File: config.mk
export PLATFORM = sky130hd
export DESIGN_NAME = cpuCore
export DESIGN_NICKNAME = d
export VERILOG_FILES = /design/src/cpu_pkg.sv /design/src/cpuCore.sv /design/src/pcUnit.sv /design/src/alu.sv /design/src/controlDecode.sv /design/src/regFile.sv /design/src/wordMem.sv
export VERILOG_INCLUDE_DIRS = /design/src /design/src/src
export SDC_FILE = /design/constraint.sdc
export NUM_CORES = 2
export LEC_CHECK = 0
export BUFFER_PORTS_ARGS = -buffer_cell sky130_fd_sc_hd__buf_2
export CAP_MARGIN = 15
export CELL_PAD_IN_SITES_DETAIL_PLACEMENT = 1
export CELL_PAD_IN_SITES_GLOBAL_PLACEMENT = 1
export CORE_UTILIZATION = 45
export CTS_CLUSTER_SIZE = 8
export DETAILED_ROUTE_END_ITERATION = 12
export GPL_ROUTABILITY_DRIVEN = 0
export GPL_TIMING_DRIVEN = 0
export HOLD_SLACK_MARGIN = 0.03
export PLACE_DENSITY_LB_ADDON = 0.1
export SETUP_SLACK_MARGIN = 0.5
export SKIP_CTS_REPAIR_TIMING = 1
export SYNTH_ARGS = -nofsm -noshare
export SYNTH_HDL_FRONTEND = slang
export SYNTH_SLANG_ARGS = --single-unit
File: constraint.sdc
create_clock -name clk -period 10.7 [get_ports clk]
set_input_delay 1.07 -clock clk [delete_from_list [all_inputs] [get_ports clk]]
set_output_delay 1.07 -clock clk [all_outputs]
set_load 0.05 [all_outputs]
File: src/cpu_consts.svh
// Core widths, memory depths, link register index and opcode values
`ifndef CPU_CONSTS_SVH
`define CPU_CONSTS_SVH

// Datapath and storage sizes
`define CPU_WIDTH       16
`define CPU_NREGS       8
`define CPU_IMEM_DEPTH  128
`define CPU_DMEM_DEPTH  64
`define CPU_LINK_REG    7

// Opcodes, instruction bits 15:11
`define OPC_HALT   5'b00000
`define OPC_NOP    5'b00001
`define OPC_J      5'b00100
`define OPC_JR     5'b00101
`define OPC_JAL    5'b00110
`define OPC_ADDI   5'b01000
`define OPC_SUBI   5'b01001
`define OPC_XORI   5'b01010
`define OPC_ANDNI  5'b01011
`define OPC_BEQZ   5'b01100
`define OPC_BNEZ   5'b01101
`define OPC_ST     5'b10000
`define OPC_LD     5'b10001
`define OPC_LBI    5'b11000
`define OPC_RTYPE  5'b11011

`endif
File: src/cpu_pkg.sv
// Shared core types: instruction, control, ALU op, loader and trace structs
`include "cpu_consts.svh"

package cpu_pkg;

    // Data word and register index
    typedef logic [`CPU_WIDTH-1:0] word_t;
    typedef logic [$clog2(`CPU_NREGS)-1:0] regIdx_t;

    // Raw instruction, body is viewed per format by the decoder
    typedef struct packed {
        logic [4:0]  opcode;
        logic [10:0] body;
    } instr_t;

    // ALU function after operand inversion
    // PASSB forwards operand B, used by LBI
    typedef enum logic [1:0] {
        ALU_ADD   = 2'd0,
        ALU_XOR   = 2'd1,
        ALU_ANDN  = 2'd2,
        ALU_PASSB = 2'd3
    } aluOp_t;

    // Register write-back source
    typedef enum logic [1:0] {
        WB_ALU  = 2'd0,
        WB_MEM  = 2'd1,
        WB_LINK = 2'd2
    } writeSel_t;

    // Decoded control word
    typedef struct packed {
        logic      regWrite;
        writeSel_t writeSel;
        // Resolved destination register
        regIdx_t   destSel;
        logic      aluSrcImm;
        aluOp_t    aluOp;
        logic      invA;
        logic      invB;
        logic      cin;
        logic      memRead;
        logic      memWrite;
        logic      branch;
        logic      branchNonZero;
        logic      jump;
        logic      jumpReg;
        logic      link;
        logic      halt;
    } ctrl_t;

    // Loader port, word-addressed
    typedef struct packed {
        logic                               we;
        logic [$clog2(`CPU_IMEM_DEPTH)-1:0] addr;
        instr_t                             data;
    } imemLoad_t;

    // Write-back trace
    typedef struct packed {
        logic    valid;
        regIdx_t idx;
        word_t   data;
        word_t   pc;
    } wbTrace_t;

endpackage

File: src/cpuCore.sv
// Single-cycle core top: memories, register file, decoder, ALU, PC unit, muxes and trace
`timescale 1ns/10ps
`include "cpu_consts.svh"

module cpuCore (
    input  logic               clk,
    input  logic               rst,
    input  logic               run,
    input  cpu_pkg::imemLoad_t load,
    output cpu_pkg::wbTrace_t  trace,
    output logic               halted
);

    import cpu_pkg::*;

    instr_t instr;
    ctrl_t  ctrl;
    word_t  imm;
    word_t  pc;
    word_t  pcPlus2;
    word_t  regA;
    word_t  regB;
    word_t  aluB;
    word_t  aluResult;
    word_t  memRaw;
    word_t  memData;
    word_t  wrData;
    word_t  loadAddr;
    logic   aluZero;
    logic   retire;

    // Instruction retires only while running and not halted
    assign retire = run & ~halted;

    // Loader word address to byte address
    assign loadAddr = word_t'({load.addr, 1'b0});

    wordMem #(.payload_t(instr_t), .DEPTH(`CPU_IMEM_DEPTH)) i_imem (
        .clk(clk), .we(load.we), .waddr(loadAddr), .wdata(load.data),
        .raddr(pc), .rdata(instr)
    );

    controlDecode i_decode (.instr(instr), .ctrl(ctrl), .imm(imm));

    // rs on port A, rt or I1 rd on port B
    regFile i_regs (
        .clk(clk), .rst(rst), .rdAddrA(instr.body[10:8]), .rdAddrB(instr.body[7:5]),
        .rdDataA(regA), .rdDataB(regB), .we(ctrl.regWrite & retire),
        .wrAddr(ctrl.destSel), .wrData(wrData)
    );

    // Operand B mux, zero on branches so the flag tests rs alone
    assign aluB = ctrl.branch ? '0 : (ctrl.aluSrcImm ? imm : regB);

    alu i_alu (
        .inA(regA), .inB(aluB), .op(ctrl.aluOp), .invA(ctrl.invA), .invB(ctrl.invB),
        .cin(ctrl.cin), .result(aluResult), .zero(aluZero)
    );

    // Store data from port B
    wordMem #(.payload_t(word_t), .DEPTH(`CPU_DMEM_DEPTH)) i_dmem (
        .clk(clk), .we(ctrl.memWrite & retire), .waddr(aluResult), .wdata(regB),
        .raddr(aluResult), .rdata(memRaw)
    );
    assign memData = ctrl.memRead ? memRaw : '0;

    pcUnit i_pc (
        .clk(clk), .rst(rst), .run(run), .ctrl(ctrl), .regA(regA), .imm(imm),
        .regZero(aluZero), .pc(pc), .pcPlus2(pcPlus2), .halted(halted)
    );

    // Write-back source
    always_comb begin
        case (ctrl.writeSel)
            WB_MEM: wrData = memData;
            WB_LINK: wrData = pcPlus2;
            default: wrData = aluResult;
        endcase
    end

    // Trace mirrors the register write of the current instruction
    always_comb begin
        trace.valid = ctrl.regWrite & retire;
        trace.idx = ctrl.destSel;
        trace.data = wrData;
        trace.pc = pc;
    end

endmodule

File: src/pcUnit.sv
// Program counter register, next-PC selection and halted flag
`timescale 1ns/10ps

module pcUnit (
    input  logic           clk,
    input  logic           rst,
    input  logic           run,
    input  cpu_pkg::ctrl_t ctrl,
    input  cpu_pkg::word_t regA,
    input  cpu_pkg::word_t imm,
    input  logic           regZero,
    output cpu_pkg::word_t pc,
    output cpu_pkg::word_t pcPlus2,
    output logic           halted
);

    import cpu_pkg::*;

    word_t relTarget;
    word_t nextPc;
    logic  branchTaken;

    assign pcPlus2 = pc + word_t'(2);

    // J, JAL and branches share the PC+2 relative target
    assign relTarget = pcPlus2 + imm;

    // BEQZ on zero, BNEZ on nonzero
    assign branchTaken = ctrl.branch & (regZero ^ ctrl.branchNonZero);

    always_comb begin
        if (ctrl.jumpReg) begin
            nextPc = regA + imm;
        end else if (ctrl.jump || branchTaken) begin
            nextPc = relTarget;
        end else begin
            nextPc = pcPlus2;
        end
    end

    // PC holds on run low, freezes at the HALT instruction
    always_ff @(posedge clk) begin
        if (rst) begin
            pc <= '0;
            halted <= 1'b0;
        end else if (run && !halted) begin
            if (ctrl.halt) begin
                halted <= 1'b1;
            end else begin
                pc <= nextPc;
            end
        end
    end

endmodule

File: src/alu.sv
// 16-bit ALU, add with carry-in, XOR, AND and pass-B, optional operand inversion, zero flag
`timescale 1ns/10ps

module alu (
    input  cpu_pkg::word_t  inA,
    input  cpu_pkg::word_t  inB,
    input  cpu_pkg::aluOp_t op,
    input  logic            invA,
    input  logic            invB,
    input  logic            cin,
    output cpu_pkg::word_t  result,
    output logic            zero
);

    import cpu_pkg::*;

    // Operands after inversion
    word_t opA;
    word_t opB;

    assign opA = invA ? ~inA : inA;
    assign opB = invB ? ~inB : inB;

    always_comb begin
        case (op)
            // Carry out is dropped, no flags kept
            ALU_ADD: result = opA + opB + word_t'(cin);
            ALU_XOR: result = opA ^ opB;
            // AND-NOT comes from invB
            ALU_ANDN: result = opA & opB;
            ALU_PASSB: result = opB;
            default: result = '0;
        endcase
    end

    // Also serves the branch test with B forced to 0
    assign zero = (result == '0);

endmodule

File: src/controlDecode.sv
// Opcode decoder producing the control word, plus the immediate extender
`timescale 1ns/10ps
`include "cpu_consts.svh"

module controlDecode (
    input  cpu_pkg::instr_t instr,
    output cpu_pkg::ctrl_t  ctrl,
    output cpu_pkg::word_t  imm
);

    import cpu_pkg::*;

    // Extended immediate candidates
    word_t imm5s;
    word_t imm5z;
    word_t imm8s;
    word_t imm11s;

    assign imm5s  = {{(`CPU_WIDTH-5){instr.body[4]}}, instr.body[4:0]};
    assign imm5z  = {{(`CPU_WIDTH-5){1'b0}}, instr.body[4:0]};
    assign imm8s  = {{(`CPU_WIDTH-8){instr.body[7]}}, instr.body[7:0]};
    assign imm11s = {{(`CPU_WIDTH-11){instr.body[10]}}, instr.body[10:0]};

    always_comb begin
        // Defaults: no side effects, I1 destination, 5-bit signed immediate
        ctrl = '0;
        ctrl.writeSel = WB_ALU;
        ctrl.aluOp = ALU_ADD;
        ctrl.destSel = instr.body[7:5];
        imm = imm5s;
        case (instr.opcode)
            `OPC_HALT: ctrl.halt = 1'b1;
            `OPC_NOP: ctrl = '0;
            `OPC_J: begin
                ctrl.jump = 1'b1;
                imm = imm11s;
            end
            // Target is rs plus offset
            `OPC_JR: begin
                ctrl.jumpReg = 1'b1;
                imm = imm8s;
            end
            `OPC_JAL: begin
                ctrl.jump = 1'b1;
                ctrl.link = 1'b1;
                ctrl.regWrite = 1'b1;
                ctrl.writeSel = WB_LINK;
                ctrl.destSel = regIdx_t'(`CPU_LINK_REG);
                imm = imm11s;
            end
            `OPC_ADDI: begin
                ctrl.regWrite = 1'b1;
                ctrl.aluSrcImm = 1'b1;
            end
            // imm - rs as ~rs + imm + 1
            `OPC_SUBI: begin
                ctrl.regWrite = 1'b1;
                ctrl.aluSrcImm = 1'b1;
                ctrl.invA = 1'b1;
                ctrl.cin = 1'b1;
            end
            `OPC_XORI: begin
                ctrl.regWrite = 1'b1;
                ctrl.aluSrcImm = 1'b1;
                ctrl.aluOp = ALU_XOR;
                imm = imm5z;
            end
            `OPC_ANDNI: begin
                ctrl.regWrite = 1'b1;
                ctrl.aluSrcImm = 1'b1;
                ctrl.aluOp = ALU_ANDN;
                ctrl.invB = 1'b1;
                imm = imm5z;
            end
            // Zero test goes through the ALU, core forces B to 0
            `OPC_BEQZ, `OPC_BNEZ: begin
                ctrl.branch = 1'b1;
                ctrl.branchNonZero = instr.opcode[0];
                imm = imm8s;
            end
            `OPC_ST: begin
                ctrl.memWrite = 1'b1;
                ctrl.aluSrcImm = 1'b1;
            end
            `OPC_LD: begin
                ctrl.memRead = 1'b1;
                ctrl.regWrite = 1'b1;
                ctrl.writeSel = WB_MEM;
                ctrl.aluSrcImm = 1'b1;
            end
            // rs is both source field and destination
            `OPC_LBI: begin
                ctrl.regWrite = 1'b1;
                ctrl.aluSrcImm = 1'b1;
                ctrl.aluOp = ALU_PASSB;
                ctrl.destSel = instr.body[10:8];
                imm = imm8s;
            end
            `OPC_RTYPE: begin
                ctrl.regWrite = 1'b1;
                ctrl.destSel = instr.body[4:2];
                case (instr.body[1:0])
                    2'b00: ctrl.aluOp = ALU_ADD;
                    // rt - rs
                    2'b01: begin
                        ctrl.invA = 1'b1;
                        ctrl.cin = 1'b1;
                    end
                    2'b10: ctrl.aluOp = ALU_XOR;
                    default: begin
                        ctrl.aluOp = ALU_ANDN;
                        ctrl.invB = 1'b1;
                    end
                endcase
            end
            // Undefined opcodes fall back to NOP
            default: ctrl = '0;
        endcase
    end

endmodule

File: src/regFile.sv
// Eight-entry register file, two async read ports and one sync write port
`timescale 1ns/10ps
`include "cpu_consts.svh"

module regFile (
    input  logic             clk,
    input  logic             rst,
    input  cpu_pkg::regIdx_t rdAddrA,
    input  cpu_pkg::regIdx_t rdAddrB,
    output cpu_pkg::word_t   rdDataA,
    output cpu_pkg::word_t   rdDataB,
    input  logic             we,
    input  cpu_pkg::regIdx_t wrAddr,
    input  cpu_pkg::word_t   wrData
);

    import cpu_pkg::*;

    // Register array
    word_t regs [`CPU_NREGS];

    // Reads see the old value until the next cycle
    assign rdDataA = regs[rdAddrA];
    assign rdDataB = regs[rdAddrB];

    // Reset clears every register
    always_ff @(posedge clk) begin
        if (rst) begin
            for (int i = 0; i < `CPU_NREGS; i++) begin
                regs[i] <= '0;
            end
        end else if (we) begin
            regs[wrAddr] <= wrData;
        end
    end

endmodule

File: src/wordMem.sv
// Byte-addressed word memory, async read and sync write, payload set by type parameter
`timescale 1ns/10ps

module wordMem #(
    parameter type payload_t = logic [15:0],
    parameter int  DEPTH     = 64
) (
    input  logic           clk,
    input  logic           we,
    input  cpu_pkg::word_t waddr,
    input  payload_t       wdata,
    input  cpu_pkg::word_t raddr,
    output payload_t       rdata
);

    // Word index width, bit 0 of the byte address is dropped
    localparam int addrBits = $clog2(DEPTH);

    // Storage array
    payload_t mem [DEPTH];

    logic [addrBits-1:0] wIdx;
    logic [addrBits-1:0] rIdx;

    // Upper address bits wrap
    assign wIdx = waddr[addrBits:1];
    assign rIdx = raddr[addrBits:1];

    // Combinational read
    assign rdata = mem[rIdx];

    // Write on the edge
    always_ff @(posedge clk) begin
        if (we) begin
            mem[wIdx] <= wdata;
        end
    end

endmodule

==> results.md <==
- Outcome: finished, violations left
- Failing checks: negative setup slack
- Worst-skew pair later-pin latency: 1.00 ns
- Final Critical Period: 11.16 ns
- Post-route clock period utilization: 104.3%
- Crit Path Max Fanout: 17
- FILL cells: ~25000
- Starting Density: a little under half
- Post-route ant nets: 0
- Sequential cell area: roughly 97000 µm²
- H-tree Lvls: 5
- Chip Height: about 540 µm
- Max Root-Sink Buffers: 4
- Via count: 82900
- Die W: 538.2 µm
- Full die area: 289600 µm²
- Post-synth top flop: edfxtp_1
- Ys async rst share: 0%
- Post-Syn Area: 129400 µm²
- # DRC: 0
- CP top delay family: buffers and inverters
- Synth Warn #: 0
- Slowest CP cell: nor4_4
- Worst Path Class, Setup: reg2out
- Worst Hold Depth: 1
- RSZ-0062 raised after global routing: true
- I/O pin count: 64
- GR met3 Demand/Resource: 9.050%
- Max Clock Skew: around 0.083 ns
- Distinct cells, synth: 98
- GRT Resource Usage Total: between 30 and 40%
- WP data arrival: ~10 ns
- Pre-Repair DR Iteration Count: 6
- Core Rows: a little under 200
- Post-Syn Instances: 7158
- CTS tree: built
- Flops & latches, synth: approximately 3200
- Core box area: 285500 µm²
- Startpoint Class: flop
- Area growth from synthesis to layout: 24.22%
- Slew @ Worst Pin: ~1.4 ns
- GRT overflow: 0
- Busiest layer in global routing: met2
- Final setup margin: -0.4593 ns
- Min-delay worst type: in2reg
- Max cap viols: 0
- Slew headroom: 4.757%
- Reg2reg end: i_pc.pc[7]
- Endpoints failing setup: 15
- Worst setup EP type: output pin
- CTS sink count: about 3200
- DR WL/cell: about 47 µm
- Initial antenna violation count: 45
- Hold_ws: around 0.50 ns
- Drt first-iter violations: about 13000
- Vias in the first global route: around 80000
- Total CTS buffers: around 440
- GR met2 Demand/Resource: 58.44%
- Fin. Hold Viols: 0
- DRT Wirelength: around 560000 µm
- Net Count, Synth: between 7000 and 8000
- Port Buffers: 61
- First-pass GRT wire length: just over 700000 µm
- Detail Placement HPWL: approximately 380000 µm
- Sequential cell area fraction in the yosys report: roughly three quarters
- Placed Area: 141400 µm²
- Critical Path Sink: trace[23]
- Clk slew on worst S/H paths: around 0.050 ns
- CTS root buf: clkbuf_16
- Vias/cell: just under 7
- Setup WS pre-CTS: -5.877 ns
- Setup slack, reg-to-reg: 0.34 ns
- Final instance area: 160700 µm²
- Post-Syn Area per Cell: roughly 18 µm²
- Multi-input logic area: between 30000 and 40000 µm²
- Max frequency: approximately 0.09 GHz
- Pin count of the biggest net entering global routing: ~110
- Max Slew Vio Count: 0
- CP max stage delay: 0.72 ns
- CP Data Required Time: ~9.6 ns
- Worst r2r path cells: 37
- WP buf/inv: 11
- Layout cell share with drive strength beyond 1: between 30% and 40%
- Crit path depth: 32
- # nets final: slightly above 8000
- Met1 Use GR: 48.19%
- Post-synth EDFFs: 3200
[per-stage QoR]
step            TNS, ns  cells  util, %
2_1_floorplan         0   7158        -
3_3_place_gp          -  10980    47.08
3_5_place_dp   -4399.20  11280    49.53
4_1_cts        -4570.17  11780    53.67
5_1_grt          -2.031  12050    56.29
6_report         -3.681  12060    56.30
[Yosys cell counts (all sizes together), types with 6 or more instances]
library cell | count | area [µm²]
a221o | 6 | 60.06
nor3 | 77 | 390.4
mux2 | 65 | 732.0
o211ai | 29 | 217.7
nand2 | 395 | 1493
nand3 | 94 | 475.5
edfxtp | 3200 | 96090
o21ai | 96 | 480.5
a21boi | 8 | 60.05
ha | 47 | 588.1
a211o | 12 | 105.1
or2 | 8 | 50.05
nand4 | 15 | 93.84
mux2i | 314 | 3143
nor2 | 439 | 1650
o221ai | 31 | 277.8
and3 | 14 | 87.58
a22o | 16 | 140.1
a22oi | 85 | 638.1
dfxtp | 24 | 480.5
xnor2 | 41 | 359.1
nor2b | 91 | 569.3
o22a | 13 | 113.9
xor2 | 31 | 271.5
a21oi | 234 | 1179
a221oi | 29 | 272.8
a31oi | 20 | 125.1
and4 | 8 | 70.07
buf | 242 | 1484
inv | 42 | 157.7
clkbuf | 170 | 641.9
mux4 | 522 | 11760
o21a | 22 | 165.2
o21bai | 15 | 112.6
a311o | 11 | 110.1
and2 | 51 | 319.1
o22ai | 383 | 2396
or3 | 11 | 68.82
nand2b | 46 | 287.8
a21o | 13 | 97.59
nor4 | 35 | 240.2
a211oi | 57 | 432.9
a2111oi | 10 | 95.09
o31ai | 6 | 45.04
[worst min path at each step]
| stage | slack (ns) | end | start |
|---|---|---|---|
| 2_1_floorplan | 0.78 | i_pc.halted | i_pc.halted |
| 3_3_place_gp | 0.63 | i_pc.pc[11] | i_pc.pc[11] |
| 3_5_place_dp | 0.63 | i_pc.pc[15] | i_pc.pc[15] |
| 4_1_cts | 0.47 | i_imem.mem[5][7] | load[7] |
| 5_1_grt | 0.52 | i_imem.mem[1][7] | load[7] |
| 6_report | 0.50 | i_imem.mem[5][7] | load[7] |
[worst reg2reg max path, delay by kind of cell, from the launching register on]
kind / cells / cell delay (ns)
and+or+nand+nor: 6 / 1.12
buffers and inverters: 11 / 1.95
muxes: 5 / 2.31
adders and majority gates: 1 / 0.31
DFF: 1 / 0.32
AOI/OAI and AO/OA: 12 / 3.86
xor gates and xnor gates: 2 / 0.32
[layout by cell type (no fill, tap or decap), types with 131 or more instances in the layout]
| cell type | instances |
|---|---|
| clkbuf_16 | 452 |
| edfxtp_1 | 3200 |
| buf_12 | 158 |
| mux4_2 | 522 |
| buf_4 | 296 |
| a21oi_1 | 187 |
| nand2_1 | 366 |
| nor2_1 | 241 |
| o22ai_1 | 363 |
| mux2i_1 | 290 |
| buf_16 | 131 |
[final cells by class]
cell class,instances,share of cell area [%]
antenna,10,0.01557
buffer,414,3.017
clock buffer,473,7.007
clock inverter,25,0.3309
inverter,44,0.1067
multi-input combinational,3480,21.14
sequential,3224,60.10
tap,3762,2.929
timing repair buffer,628,5.351
[layer usage]
layer  part of all wire [%]  routed length, µm
met5                  0.038                213
met4                    8.2              46040
met3                     11              63650
met2                     45             253000
met1                     35             198100
[sequential cells by signal, summed over array words and instances, names as in the netlist, named ones only]
signal,cells
i_pc.pc,16
i_imem.mem,2048
i_dmem.mem,1024
i_regs.regs,128
i_pc.halted,1
[cells by family (layout without fill, tap and decap cells)]
| group | after synthesis | count (layout) | synth area share, % |
|---|---|---|---|
| XOR/XNOR | 72 | 72 | 0.4875 |
| AND/OR/NAND/NOR | 1308 | 1308 | 4.629 |
| flip-flops | 3224 | 3224 | 74.65 |
| adder cells (fa/ha/maj) | 50 | 50 | 0.5010 |
| multiplexers | 901 | 903 | 12.08 |
| buffers and inverters | 458 | 1584 | 1.785 |
| AO/OA/AOI/OAI | 1145 | 1147 | 5.863 |
| other | 0 | 10 | 0 |
Power is left out: the tool's default activity adds up to more than one toggle a clock period on the data nets, which glitch-free logic cannot reach.
